## config.mk

```make
export PLATFORM = sky130hd
export DESIGN_NAME = registerFile
export DESIGN_NICKNAME = d
export VERILOG_FILES = /design/src/verilog/cpu_defs.svh /design/src/verilog/cpuPkg.sv /design/src/verilog/registerFile.sv
export SDC_FILE = /design/constraint.sdc
export NUM_CORES = 1
export LEC_CHECK = 0
export BUFFER_PORTS_ARGS = -buffer_cell sky130_fd_sc_hd__buf_2
export CAP_MARGIN = 0
export CORE_MARGIN = 1
export CORE_UTILIZATION = 40
export DETAILED_ROUTE_END_ITERATION = 12
export GPL_TIMING_DRIVEN = 0
export PLACE_DENSITY = 0.55
export SYNTH_ARGS = -nofsm -noshare
export SYNTH_HDL_FRONTEND = slang
export SYNTH_SLANG_ARGS = --single-unit
export TNS_END_PERCENT = 10
```

## constraint.sdc

```tcl
create_clock -name clk -period 5.3 [get_ports clk]
set_input_delay 1.06 -clock clk [delete_from_list [all_inputs] [get_ports clk]]
set_output_delay 1.06 -clock clk [all_outputs]
set_load 0.02 [all_outputs]
```

## src/verilog/cpu_defs.svh

```systemverilog
////////////////////////////////////////////////////////////////////////////
// CPU definitions
// Opcodes, branch condition codes, flag bit positions and memory depths
////////////////////////////////////////////////////////////////////////////
`ifndef CPU_DEFS_SVH
`define CPU_DEFS_SVH

// Opcodes, instr[15:12]
`define OP_ADD 4'h0
`define OP_SUB 4'h1
`define OP_XOR 4'h2
`define OP_SLL 4'h4
`define OP_SRA 4'h5
`define OP_ROR 4'h6
`define OP_LW  4'h8
`define OP_SW  4'h9
`define OP_LLB 4'hA
`define OP_LHB 4'hB
`define OP_B   4'hC
`define OP_BR  4'hD
`define OP_PCS 4'hE
`define OP_HLT 4'hF

// Branch conditions, instr[11:9]
`define BR_NE  3'd0  // Z clear
`define BR_EQ  3'd1  // Z set
`define BR_GT  3'd2  // Z and N clear
`define BR_LT  3'd3  // N set
`define BR_GE  3'd4  // Z set or N clear
`define BR_LE  3'd5  // N or Z set
`define BR_OVF 3'd6  // V set
`define BR_UNC 3'd7  // Always

// Bit positions inside flags_t
`define FLAG_Z 2
`define FLAG_V 1
`define FLAG_N 0

// Memory depths in words, powers of two
`define IMEM_WORDS 256
`define DMEM_WORDS 256

`endif
```

## src/verilog/cpuPkg.sv

```systemverilog
////////////////////////////////////////////////////////////////////////////
// CPU package
// Word, index and flag types plus control and pipeline structs
////////////////////////////////////////////////////////////////////////////
package cpuPkg;

  typedef logic [15:0] word_t;    // Data, address, instruction
  typedef logic [3:0]  regIdx_t;  // One of 16 registers
  typedef logic [2:0]  flags_t;   // {Z, V, N}

  // Decoded control bits
  typedef struct packed {
    logic regWrEn;    // Writes a register
    logic memToReg;   // LW
    logic memWr;      // SW
    logic aluSrc;     // Immediate as ALU B input
    logic dstRegSel;  // Destination is rd field
    logic branch;     // B or BR
    logic setsZ;      // Updates Z
    logic setsVN;     // Updates V and N
    logic isPcs;      // Write-back of PC+2
    logic isHlt;
  } ctrl_t;

  // Stage one to stage two
  typedef struct packed {
    logic    valid;    // Low for HLT and no-ops
    logic [3:0] opcode;
    ctrl_t   ctrl;
    regIdx_t dstReg;
    word_t   srcA;     // Read data after write-through
    word_t   srcB;
    word_t   imm;
    word_t   pcPlus2;
  } issue_t;

  // Register write-back
  typedef struct packed {
    logic    valid;
    regIdx_t dstReg;
    word_t   data;
  } wb_t;

endpackage

```

## src/verilog/registerFile.sv

```systemverilog
////////////////////////////////////////////////////////////////////////////
// Register file
// 16 x 16 bits, two read ports, one write port, write-through bypass
////////////////////////////////////////////////////////////////////////////
`timescale 1ns/1ns

module registerFile (
  input  logic            clk,
  input  logic            rstN,
  input  cpuPkg::regIdx_t rs,
  input  cpuPkg::regIdx_t rt,
  input  cpuPkg::wb_t     wb,
  output cpuPkg::word_t   srcData1,
  output cpuPkg::word_t   srcData2
);

  cpuPkg::word_t regs [16];

  always_ff @(posedge clk or negedge rstN) begin
    if (!rstN) begin
      for (int i = 0; i < 16; i++)
        regs[i] <= '0;
    end else if (wb.valid && wb.dstReg != '0) begin
      regs[wb.dstReg] <= wb.data;
    end
  end

  // Same-cycle write wins over stored value
  // r0 always reads zero
  assign srcData1 = (rs == '0) ? '0 :
                    (wb.valid && wb.dstReg == rs) ? wb.data : regs[rs];
  assign srcData2 = (rt == '0) ? '0 :
                    (wb.valid && wb.dstReg == rt) ? wb.data : regs[rt];

endmodule

```

# Yosys cells after proc, flatten, opt, wreduce, memory -nomap -nowiden
# Index checks and enable logic that the tools add are counted.
[word_totals]
wordCells = 45
out_inout_bits = 32
regBits = 256
[classes]
reduce_logical = 7
order_cmp = 4
bitwise_logic = 3
n_mux = 13
n_eq_ne = 2
[ops]
columns = ["op", "n"]
rows = [
  ["256-bit bitwise mux", 1],
  ["16-bit 2-to-1 mux", 9],
  ["16-bit binary-select mux with 4-bit select", 2],
  ["16-bit demux with 4-bit select", 1],
  ["5-bit >= comparator (second input constant)", 3],
  ["4-bit inverter with 5-bit output", 3],
  ["4-bit equality test", 2],
  ["4-bit zero test", 2],
  ["5-bit by 1-bit < comparator with 1-bit output (second input constant)", 1],
  ["1-bit logical AND", 4],
  ["4-bit nonzero test", 1],
]

# Longest topological paths before layout
[depth]
ltp_word = 6
ltp_mapped = 8
mapped_depth_nobuf = 4

# Least setup slack after synthesis
# No wires, ideal clock.
[synth_timing]
path_kind = "input to output"
from = "input port rs[2]"
to = "output port srcData1[0]"
cell_stages = 7
setup_slack_ns = 1.665
arrival_ns = 2.575
t_required_ns = 4.240
path_cell_list = "buf_2 > or3b_2 > buf_6 > buf_6 > o22ai_1 > a211oi_1 > a31oi_1"
[synth_between]
elab_chain_len = 6
[synth_rtl]
columns = ["item", "line_no", "source"]
rows = [
  ["from (decl)", "registerFile.sv:10", "input cpuPkg::regIdx_t rs,"],
  ["4-bit inverter with 5-bit output (not written as such)", "registerFile.sv:31", "(wb.valid && wb.dstReg == rs) ? wb.data : regs[rs];"],
  ["16-bit binary-select mux with 4-bit select", "registerFile.sv:31", ""],
  ["16-bit 2-to-1 mux (not written as such) (2 in series)", "registerFile.sv:31", ""],
  ["16-bit 2-to-1 mux", "registerFile.sv:31", ""],
  ["16-bit 2-to-1 mux *", "registerFile.sv:30", "assign srcData1 = (rs == '0) ? '0 :"],
  ["to (decl)", "registerFile.sv:13", "output cpuPkg::word_t srcData1,"],
]
# Every way passes the cells marked *; elsewhere a longest branch is shown, timed or not. The select of a mux whose other input is x is not followed.

# Worst setup path after layout
[layout_timing]
from = "input port rs[1]"
to = "output port srcData1[2]"
# The elaborated chain is that of the path after synthesis.

==> results.py <==
metrics = {
    "outcome": {
        "status": "finished, final reports clean",
    },
    "logic_synthesis": {
        "ys_types": 33,
        "yosys_warnings": 0,
        "synth.avg_cell_area_um2": 13.4,
        "syn_inst": 1048,
        "ys_ff_latch": 256,
        "synth_area_um2": 14000,
        "postSynth.asyncResetShare_pct": 100,
        "yosys_most_used_dff": "dfrtp_1",
        "synth_seq_area_share_pct": 45.6,
        "syn_nets": 1079,
        "synth-edff-count": 0,
    },
    "timing": {
        "fmax_mhz": 218,
        "worst_clock_skew_ps": 0,
        "whs_ps": 423,
        "slew_headroom_pct": 43.2,
        "fin_ws_ps": 721,
        "fin_crit_ps": 4580,
        "post-route-period-util_pct": 86.4,
        "tightest_slew_ps": 853,
        "rsz0062_at_grt": "no",
        "finalHoldViolCount": 0,
        "final-setup-viol-count": 0,
        "slew_viol_final": 0,
    },
    "clock_tree": {
        "cts_buffers": 30,
        "cts-root-buf": "clkbuf_16",
        "hold_buffers": 0,
        "cts-resized-gates": 0,
        "insertion_delay_ps": 540,
        "cts_num_sinks": 256,
        "tritoncts": "done",
        "htree_num_levels": 1,
        "cts_buffer_depth": 3,
        "cts_setup_buffers": 0,
        "path_clk_slew_ps": 50,
    },
    "cells_and_area": {
        "reg.largest.list": "regs: 256 flops",
        "antennaDiodeCount": 0,
        "final_util_pct": 46.1,
        "fin_area_um2": 15900,
        "final_nets": 1169,
        "mostFrequentLayoutCells": "dfrtp_1 (256), mux2_2 (240), mux2i_1 (128)",
        "fill_cells": 3176,
        "largest_reg_flops": 256,
        "drive_gt1_share_pct": 42.0,
        "layout_commonest_cell": "dfrtp_1",
        "fin_cells": 1615,
        "top_register": "regs",
        "area_growth_pct": 13.4,
    },
    "floorplanning": {
        "dieArea_um2": 35900,
        "num_io_pins": 63,
        "start_util_pct": 40.7,
        "rows": 68,
        "die_w_um": 189,
        "core-area_um2": 34500,
        "die_h_um": 189,
    },
    "global_routing": {
        "grt_max_degree": 108,
        "first_global_vias": 9499,
        "grt_pass1_wl_um": 61600,
        "overflow": 0,
        "grtUsageTotal_pct": 22.8,
        "antenna_found_initial": 0,
    },
    "detailed_routing": {
        "viasPerCell": 5.84,
        "antenna_left": 0,
        "drt-total-wl_um": 40100,
        "initialDrtViolationCount": 663,
        "post_drt_wl_per_cell_um": 24.8,
        "first_pass_iters": 5,
        "drcViolationCount": 0,
        "routed-via-count": 9437,
    },
    "place": {
        "place_area_um2": 15000,
        "portBuffers": 56,
        "detailedPlace.worstSlack_ps": 803,
        "dp_cells": 1561,
        "hpwl_um": 29900,
        "gp_congestion": 0.848,
    },
    "run": {
        "drv_cap": 0,
    },
    "critical_path": {
        "start_kind": "input port",
        "crit_path_frequent_cell": "buf_2",
        "cp_max_fo": 10,
        "crit_slowest_cell": "a211oi_1",
        "worstPathRequired_ps": 4240,
        "crit_path_end_kind": "output pin",
        "path_buf_inv": 4,
        "crit_path_max_incr_delay_ps": 490,
        "critPathKind": "in -> out",
        "worstPathCellList": "buf_2 -> buf_2 -> buf_2 -> mux2i_1 -> o22ai_1 -> a211oi_1 -> a21oi_1 -> buf_2",
        "worstPathArrival_ps": 3520,
        "critical_path.top_delay_family": "buffers and inverters",
    },
    "pwr": {
        "ir_drop_v": 0.000322,
        "powerDensity_nw_per_um2": 387,
        "p_leak_nw": 6.80,
    },
    "min_path": {
        "hold_path.class": "in -> async",
    },
}
-- layout make-up --
type | count | area (µm²) | share of cell area [%]
repair buffers | 58 | 345 | 2.17
clock inverters | 10 | 78.8 | 0.495
plain buffers | 120 | 638 | 4.01
well taps | 455 | 569 | 3.57
flip-flops and latches | 256 | 6410 | 40.2
multi-input cells | 672 | 7000 | 44.0
clock buffers | 44 | 885 | 5.55
-- synth_stat cells (3+ instances only) --
| master | instances | area share, % |
|---|---|---|
| a211oi_1 | 32 | 1.7 |
| a31oi_1 | 30 | 1.3 |
| buf_2 | 41 | 1.5 |
| buf_4 | 17 | 0.91 |
| buf_6 | 8 | 0.64 |
| clkbuf_1 | 50 | 1.3 |
| dfrtp_1 | 256 | 46 |
| mux2_2 | 240 | 19 |
| mux2i_1 | 128 | 9.1 |
| mux4_2 | 64 | 10 |
| nand2_1 | 3 | 0.080 |
| nand2b_1 | 3 | 0.13 |
| nand3_1 | 31 | 1.1 |
| nand3b_1 | 5 | 0.27 |
| nor2_1 | 4 | 0.11 |
| nor2_2 | 5 | 0.22 |
| o22ai_1 | 64 | 2.9 |
| o31ai_1 | 32 | 1.7 |
| or2_1 | 3 | 0.13 |
| or3_1 | 5 | 0.22 |
| xnor2_1 | 8 | 0.50 |
-- routing by layer --
metal / track usage (%) / part of all wire, % / up-vias
li1: - / - / 4206
met3: 3.15 / 4.2 / 46
met2: 36.6 / 47 / 211
met5: 0 / 0 / -
met4: 4.84 / 1.9 / 0
met1: 32.9 / 47 / 4974
-- metrics by stage --
stage | total power [mW] | setup TNS [ps]
after floorplan | 3.69 | 0
after global placement | 4.09 | -427570
after detailed placement | 4.15 | 0
after CTS | 6.20 | 0
after global routing | 6.45 | 0
final | 6.16 | 0
-- cell families after synthesis --
kind of cell | after synthesis | share of synthesized area (%)
buffers and inverters | 120 | 4.54
multiplexers | 434 | 38.8
flip-flops | 256 | 45.6
AO/OA/AOI/OAI | 160 | 7.68
AND/OR/NAND/NOR | 70 | 2.89
XOR/XNOR | 8 | 0.499
-- where the power goes --
| group | switching, mW | internal (mW) |
|---|---|---|
| registers | 0.318 | 2.39 |
| clock network | 0.830 | 1.20 |
| logic | 0.657 | 0.772 |
-- path summary, 6_finish.rpt --
path | endpoint | slack (ps) | start | cells after the start
worst max-delay path | srcData1[2] | 720 | rs[1] | 8
worst min-delay path | regs[3]$_DFFE_PN0P_ | 420 | rstN | 1
worst max register to register | regs[43]$_DFFE_PN0P_ | 4500 | regs[43]$_DFFE_PN0P_ | 1
worst min register to register | regs[248]$_DFFE_PN0P_ | 480 | regs[248]$_DFFE_PN0P_ | 1
max in group asynchronous | regs[146]$_DFFE_PN0P_ | 3970 | rstN | 2
min in group clk | regs[248]$_DFFE_PN0P_ | 480 | regs[248]$_DFFE_PN0P_ | 1
Power figures use the tool's default switching activity.
