$ cat config.mk
export PLATFORM = sky130hd
export DESIGN_NAME = fetchUnit
export DESIGN_NICKNAME = d
export VERILOG_FILES = /design/src/verilog/cpuPkg.sv /design/src/verilog/fetchUnit.sv
export VERILOG_INCLUDE_DIRS = /design/src /design/src/verilog
export SDC_FILE = /design/constraint.sdc
export NUM_CORES = 2
export LEC_CHECK = 0
export ABC_CLOCK_PERIOD_IN_PS = 7700
export BUFFER_PORTS_ARGS = -buffer_cell sky130_fd_sc_hd__buf_2
export CORE_AREA = 3 3 805 807
export CTS_CLUSTER_DIAMETER = 60
export DETAILED_ROUTE_END_ITERATION = 10
export DIE_AREA = 0 0 808 810
export PLACE_DENSITY = 0.41
export SETUP_SLACK_MARGIN = 0.02
export SLEW_MARGIN = 0
export SYNTH_ARGS = -nofsm -noshare
export SYNTH_HDL_FRONTEND = slang
export SYNTH_SLANG_ARGS = --single-unit
$ cat constraint.sdc
create_clock -name clk -period 7.7 [get_ports clk]
set_input_delay 0.385 -clock clk [delete_from_list [all_inputs] [get_ports clk]]
set_output_delay 0.385 -clock clk [all_outputs]
set_load 0.01 [all_outputs]
$ cat src/verilog/cpu_defs.svh
////////////////////////////////////////////////////////////////////////////
// CPU definitions
// Opcodes, branch condition codes, flag bit positions and memory depths
////////////////////////////////////////////////////////////////////////////
`ifndef CPU_DEFS_SVH
`define CPU_DEFS_SVH

// Opcodes, instr[15:12]
`define OP_ADD 4'h0
`define OP_SUB 4'h1
`define OP_XOR 4'h2
`define OP_SLL 4'h4
`define OP_SRA 4'h5
`define OP_ROR 4'h6
`define OP_LW  4'h8
`define OP_SW  4'h9
`define OP_LLB 4'hA
`define OP_LHB 4'hB
`define OP_B   4'hC
`define OP_BR  4'hD
`define OP_PCS 4'hE
`define OP_HLT 4'hF

// Branch conditions, instr[11:9]
`define BR_NE  3'd0  // Z clear
`define BR_EQ  3'd1  // Z set
`define BR_GT  3'd2  // Z and N clear
`define BR_LT  3'd3  // N set
`define BR_GE  3'd4  // Z set or N clear
`define BR_LE  3'd5  // N or Z set
`define BR_OVF 3'd6  // V set
`define BR_UNC 3'd7  // Always

// Bit positions inside flags_t
`define FLAG_Z 2
`define FLAG_V 1
`define FLAG_N 0

// Memory depths in words, powers of two
`define IMEM_WORDS 256
`define DMEM_WORDS 256

`endif
$ cat src/verilog/cpuPkg.sv
////////////////////////////////////////////////////////////////////////////
// CPU package
// Word, index and flag types plus control and pipeline structs
////////////////////////////////////////////////////////////////////////////
package cpuPkg;

  typedef logic [15:0] word_t;    // Data, address, instruction
  typedef logic [3:0]  regIdx_t;  // One of 16 registers
  typedef logic [2:0]  flags_t;   // {Z, V, N}

  // Decoded control bits
  typedef struct packed {
    logic regWrEn;    // Writes a register
    logic memToReg;   // LW
    logic memWr;      // SW
    logic aluSrc;     // Immediate as ALU B input
    logic dstRegSel;  // Destination is rd field
    logic branch;     // B or BR
    logic setsZ;      // Updates Z
    logic setsVN;     // Updates V and N
    logic isPcs;      // Write-back of PC+2
    logic isHlt;
  } ctrl_t;

  // Stage one to stage two
  typedef struct packed {
    logic    valid;    // Low for HLT and no-ops
    logic [3:0] opcode;
    ctrl_t   ctrl;
    regIdx_t dstReg;
    word_t   srcA;     // Read data after write-through
    word_t   srcB;
    word_t   imm;
    word_t   pcPlus2;
  } issue_t;

  // Register write-back
  typedef struct packed {
    logic    valid;
    regIdx_t dstReg;
    word_t   data;
  } wb_t;

endpackage

$ cat src/verilog/fetchUnit.sv
////////////////////////////////////////////////////////////////////////////
// Fetch unit
// PC, loadable instruction memory, branch resolution and next-PC select
////////////////////////////////////////////////////////////////////////////
`timescale 1ns/1ns
`include "cpu_defs.svh"

module fetchUnit (
  input  logic           clk,
  input  logic           rstN,
  input  logic           progWe,     // Program load strobe, reset only
  input  cpuPkg::word_t  progAddr,   // Byte address, bit 0 ignored
  input  cpuPkg::word_t  progData,
  input  cpuPkg::word_t  srcData1,   // BR target register
  input  cpuPkg::flags_t flagsNext,  // Flags after stage-two instruction
  input  cpuPkg::ctrl_t  ctrl,
  output cpuPkg::word_t  instr,
  output cpuPkg::word_t  pc,
  output cpuPkg::word_t  pcPlus2
);

  localparam int imemIdxW = $clog2(`IMEM_WORDS);

  cpuPkg::word_t imem [`IMEM_WORDS];
  cpuPkg::word_t bTarget;   // PC+2 + offset*2
  cpuPkg::word_t nextPc;
  logic          condPass;
  logic          flagZ, flagV, flagN;

  // Program port, no reset on contents
  always_ff @(posedge clk) begin
    if (progWe)
      imem[progAddr[imemIdxW:1]] <= progData;
  end

  assign instr   = imem[pc[imemIdxW:1]];  // Combinational read
  assign pcPlus2 = pc + cpuPkg::word_t'(2);

  //////////////////////////////////////////////////////////////////////////
  // Branch condition against bypassed flags
  assign flagZ = flagsNext[`FLAG_Z];
  assign flagV = flagsNext[`FLAG_V];
  assign flagN = flagsNext[`FLAG_N];

  always_comb begin
    case (instr[11:9])
      `BR_NE:  condPass = !flagZ;
      `BR_EQ:  condPass = flagZ;
      `BR_GT:  condPass = !flagZ && !flagN;
      `BR_LT:  condPass = flagN;
      `BR_GE:  condPass = flagZ || !flagN;
      `BR_LE:  condPass = flagN || flagZ;
      `BR_OVF: condPass = flagV;
      default: condPass = 1'b1;  // UNC
    endcase
  end

  assign bTarget = pcPlus2 + {{6{instr[8]}}, instr[8:0], 1'b0};

  //////////////////////////////////////////////////////////////////////////
  // Next PC
  always_comb begin
    if (ctrl.isHlt)
      nextPc = pc;  // Hold on HLT
    else if (ctrl.branch && condPass)
      nextPc = (instr[15:12] == `OP_BR) ? srcData1 : bTarget;
    else
      nextPc = pcPlus2;
  end

  always_ff @(posedge clk or negedge rstN) begin
    if (!rstN)
      pc <= '0;
    else
      pc <= nextPc;
  end

  // Loading only allowed in reset
  assert property (@(posedge clk) rstN |-> !progWe)
    else $error("progWe high outside reset");

endmodule

# Word-level counts from Yosys, hierarchy flattened
# Memory sizes are Yosys's and may differ from the RTL's.
# Cells that the tools add are included.
# Widths: inputs -> output; s select.
dict set report totals {
  word_cells 23
  ramBits 4096
  romBits 0
  inputBits 64
  mem_count 1
  latch_bits 0
  regBits 16
  output_inout_bits 48
}
# memory depth width rd rd_ports_with_merged_regs write_ports line_no
set mem_list {}
lappend mem_list {imem 256 16 1 0 1 fetchUnit.sv:24} ;# cpuPkg::word_t imem [`IMEM_WORDS];
dict set report classes {
  eq_ne 7
  n_shift 0
  div_mod_pow 0
  bitwise_logic 0
  reduce_logical 7
  n_addsub 2
  n_mux 5
  n_mul 0
  order_cmp 0
}
# op n
set op_table {}
lappend op_table {{$mux 16} 2}
lappend op_table {{$add 16x16->16} 1}
lappend op_table {{$add 16x2->16 const B} 1}
lappend op_table {{$eq 3x3->1 const B} 3}
lappend op_table {{$pmux 1 s7} 1}
lappend op_table {{$eq 3x2->1 const B} 2}
lappend op_table {{$eq 4x4->1 const B} 1}
lappend op_table {{$eq 3x1->1 const B} 1}
lappend op_table {{$logic_not 3->1} 1}
lappend op_table {{$logic_and 1x1->1} 2}
lappend op_table {{$logic_not 1->1} 2}
lappend op_table {{$logic_or 1x1->1} 2}
lappend op_table {{$mux 1} 2}

# Logic depth before layout (Yosys ltp)
dict set report logic_depth {
  word_depth 5
  mapped_depth 34
  mapped_depth_nobuf 22
}

# Least setup slack after synthesis
# Ideal clock, no wire load.
dict set report synth_path {
  path_type {reg2reg}
  startpoint {register pc[1]}
  endpoint {register pc[15]}
  path_slack_ns 1.224
  required_time_ns 7.575
  setup_time_ns 0.125
  arrival_ns 6.351
  period_less_slack_ns 6.476
  stages_incl_launch_ff 33
  path_buffers 12
  path_cell_list {dfrtp_1 buf_6 buf_12 buf_12 buf_12 buf_12 buf_8 buf_8 buf_8 buf_6 buf_6 buf_4 buf_2 mux4_2 mux4_2 nand2_1 nand2_1 a22oi_1 o211ai_1 ha_1 inv_1 fa_1 nor2b_1 o21ai_0 a21boi_0 o41ai_1 o21ai_0 o41ai_1 o21ai_0 xnor2_1 mux2i_1 mux2i_1 mux2_2}
}
dict set report synth_via {
  elab_cells_between_ends 15
  cone_classes {2 x add/sub; 7 x eq/ne; 3 x mux; 2 x reduce/logical; 1 x memory}
}
# element line_no
set synth_lines {}
lappend synth_lines {{start: declaration} fetchUnit.sv:18} ;# output cpuPkg::word_t pc,
lappend synth_lines {{start signal: assignment} fetchUnit.sv:75} ;# pc <= nextPc;
lappend synth_lines {{$mem_v2 256x16} -}
lappend synth_lines {{named net instr[0]} fetchUnit.sv:17} ;# output cpuPkg::word_t instr,
lappend synth_lines {{$add 16x16->16} fetchUnit.sv:58} ;# assign bTarget = pcPlus2 + {{6{instr[8]}}, instr[8:0], 1'b0};
lappend synth_lines {{$mux 16} fetchUnit.sv:66} ;# nextPc = (instr[15:12] == `OP_BR) ? srcData1 : bTarget;
lappend synth_lines {{$mux 16} fetchUnit.sv:65} ;# else if (ctrl.branch && condPass)
# The timed path passes the listed nets, and every way through them passes these cells.
# A chain may end at the register's enable or synchronous reset.

# Worst setup path in the final report
dict set report layout_path {
  startpoint {register pc[2]}
  endpoint {register pc[14]}
}
dict set report layout_via {
  elab_chain_cells 5
  elab_cells_between_ends 15
  cone_classes {2 x add/sub; 7 x eq/ne; 3 x mux; 2 x reduce/logical; 1 x memory}
}
# element line_no
set layout_rtl {}
lappend layout_rtl {{parallel branches: the longest is 4 deep, another holds $mem_v2 256x16} -}
lappend layout_rtl {{$mux 16 *} fetchUnit.sv:65}
# Every way passes the cells marked *.

==> summary.md <==
| Metric | Value |
|---|---|
| Outcome | finished clean |
| Die area | 654000 um^2 |
| MaxCap Viol Count | 0 |
| Hold path depth | 3 |
| Worst reg2reg setup slack | 0.35 ns |
| Total power draw | 0.0694 W |
| Number of synthesized flops with an enable pin | 4096 |
| CP startpoint kind | register |
| Leak pwr | 58.5 nW |
| Worst reg2reg path depth | 21 |
| CP Data Arrival Time | 8.26 ns |
| Final setup violation count | 0 |
| Vias per cell | 4.74 |
| First-pass GRT wire length | 726000 um |
| Wire length per cell | 31.7 um |
| Max clock buf depth | 4 |
| CTS tree | yes |
| Ys async rst share | 0.00389 |
| Final WL | 536000 um |
| Syn_area_per_cell | 22.2 um^2 |
| Clock sink total | 4112 |
| Setup crit end kind | register |
| Die width | 808 um |
| Via count | 80100 |
| Max H-tree Level | 5 |
| GRT Residual Overflow | 0 |
| Worst ir drop on vdd | 0.329 mV |
| Layout cells sized above 1 | 0.318 |
| Fin nets | 8000 |
| Commonest non-fill, non-tap cell in the layout | edfxtp_1 |
| Multiplexer share of the synthesized area | 0.169 |
| Filler Cell Count | 62200 |
| Number of global-route vias before repair | 81600 |
| Core area | 641000 um^2 |
| Worst-case clock skew | 0.129 ns |
| Synth Area in Compound Gates | 0.0219 |
| Ys flop type | edfxtp_1 |
| Count of input and output buffers | 95 |
| Unrepaired setup endpoints after global routing | no |
| Placed cells | 16000 |
| Final-report max-slew violation count | 0 |
| First-pass iteration count of the detailed router | 5 |
| DRT iter0 DRCs | 9000 |
| Max_slew headroom | 0.0588 |
| Fin crit share | 0.954 |
| Clock Latency Late Sink | 1.06 ns |
| Fin cells | 16900 |
| Pwr dens | 366 nW/um^2 |
| Peak Freq | 0.136 GHz |
| Cells after Synth | 7208 |
| IO Count | 112 |
| Syn Nets | 7288 |
| Least-Margin Pin Slew | 1.41 ns |
| Area of the multi-input gates | 35100 um^2 |
| Antenna viol nets, final | 0 |
| Largest family of logic cells by synthesized area | multiplexers |
| FP Rows | 294 |
| Sequential cell area | 123000 um^2 |
| Worst Path Required | 8.62 ns |
| Initial Util | 0.250 |
| Total CTS buffers | 459 |
| Most frequent cells in the layout | 4096 x edfxtp_1, 1054 x mux4_2, 487 x buf_4 |
| YS warnings | 0 |
| Kind of critical path | register to register |
| Finished layout cell area | 190000 um^2 |
| Largest net degree at the start of global routing | 201 |
| Critical R2R Capture | pc[14] |
| Hold Path Class | input pin to register |
| Tmin final | 7.35 ns |
| Dpl cell area | 174000 um^2 |
| P&R area growth vs syn | 18.3% |
| Clock-pin slew on the worst setup and hold paths | 0.06 ns |
| Initial antenna violation count | 52 |
| DP HPWL | 323000 um |
| Post-synthesis simple-gate area fraction | 0.0199 |
| Hold endpoint | imem[211][12] |
| Post-Syn Area | 160000 um^2 |
| Post-Synth XOR/XNOR Area | 0.00142 |
| CTS root buffer | clkbuf_16 |
| Synth Area in Adders | 0.00130 |
| Residual DRC | 0 |
| Min-delay src | progAddr[2] |
| Die Y | 810 um |
| FF+latch count, synth | 4112 |
| Routability congestion estimate | 0.791 |
| Worst r2r src | pc[2] |
| Seq/Total Area, Yosys | 0.770 |
| Unique cell type count in the Yosys netlist | 83 |
| Total GRT Usage | 0.159 |
| Hold Vio Cnt, Final | 0 |
| Worst-path fanout max | 44 |
==> metal layers <==
layer  track usage  wire length (um)
met3        0.0270             34300
met1         0.224            236000
met4        0.0317             11500
met2         0.260            254000
met5             0               128
==> cells in the mapped netlist, types with 10 or more instances <==
master	number	area [um^2]
edfxtp_1	4096	123000
o22ai_1	50	313
buf_2	91	455
xnor2_1	18	158
dfrtp_1	16	400
o221ai_1	10	87.6
a31oi_1	15	93.8
nor2_1	350	1310
buf_1	40	150
o21ai_0	52	260
nand2_1	198	743
a221o_1	10	100
inv_1	21	78.8
o2111ai_1	10	87.6
buf_8	22	330
a22oi_1	78	586
nand3_1	60	300
nand2b_1	14	87.6
o22a_1	10	87.6
a221oi_1	52	455
o211ai_1	19	143
mux2i_1	285	2850
nor2b_1	25	156
nand4_1	15	93.8
nor3_1	25	125
buf_6	42	473
mux2_2	37	417
a21oi_1	82	410
buf_4	64	480
buf_12	11	220
o21ai_1	18	90.1
mux4_2	1054	23700
ha_1	15	188
and3_1	13	81.3
a211oi_1	13	97.6
clkbuf_1	148	556
==> how the worst max path moves through the flow <==
stage | startpoint | to | slack, ns | cells past startpoint
2_1_floorplan | pc[1] | pc[15] | 1.22 | 32
3_3_place_gp | pc[1] | pc[15] | -0.22 | 20
3_5_place_dp | pc[1] | pc[15] | -0.14 | 20
4_1_cts | pc[1] | pc[14] | 0.08 | 20
5_1_grt | pc[1] | pc[14] | 0.16 | 20
6_report | pc[2] | pc[14] | 0.35 | 21
==> sequential cells by signal, indices dropped and copies added (netlist names) <==
signal and flops:
imem 4096, pc 16
==> logic make-up after synthesis <==
logic type / after synthesis
DFF: 4112
muxes: 1378
and+or+nand+nor: 739
AOI/OAI and AO/OA: 495
buffers and inverters: 442
xor gates and xnor gates: 26
adders and majority gates: 16
==> worst max-delay path, cell delays in order (launching register included) <==
cell and delay (ns):
dfrtp_4 0.76, buf_12 0.29, buf_12 0.32, buf_4 0.34, mux4_2 0.35, mux4_2 0.60, mux2i_2 0.42, buf_4 0.22
a221oi_1 0.08, nand2_1 0.30, o211ai_1 0.50, ha_1 0.45, a21o_1 0.19, a31o_2 0.24, a311o_1 0.35, a31o_2 0.24
a21o_1 0.18, xor2_1 0.14, mux2_2 0.26, mux2i_1 0.13, o21ai_1 0.08, dlygate4sd3_1 0.58
==> what timing repair did <==
item,4_1_cts,5_1_grt
gates cloned,0,0
resized for setup,2,1
pin swaps,0,0
endpoints found under the setup margin,1,12
hold buffers,46,0
setup buffers,0,5
endpoints found under the hold margin,1298,0
==> cell type report <==
cell class,count,share of cell area
Inverter,24,0.000554
Timing Repair Buffer,669,0.0293
Clock buffer,565,0.0632
Tap cell,8584,0.0566
Sequential cell,4112,0.651
Clock inverter,286,0.0138
Multi-Input combinational cell,2654,0.185
Antenna cell,19,0.000251
==> power by group <==
group / total [W] / internal (W) / switching [W]
Sequential: 0.0250 / 0.0247 / 0.000251
Clock: 0.0214 / 0.0121 / 0.00926
Combinational: 0.0231 / 0.00901 / 0.0141
Total: 0.0694 / 0.0459 / 0.0236
==> metrics by stage <==
step	util	TNS, ns	setup WS (ns)	hold slack [ns]
finish	0.296	0	0.354	0.157
CTS	0.296	0	0.0802	0.0503
global placement	0.272	-0.221	-0.221	0.378
floorplan	-	0	1.22	0.0894
global route	0.296	0	0.163	0.0865
detailed placement	0.272	-0.143	-0.143	0.386
No activity file was read; power rests on OpenSTA's default activity.
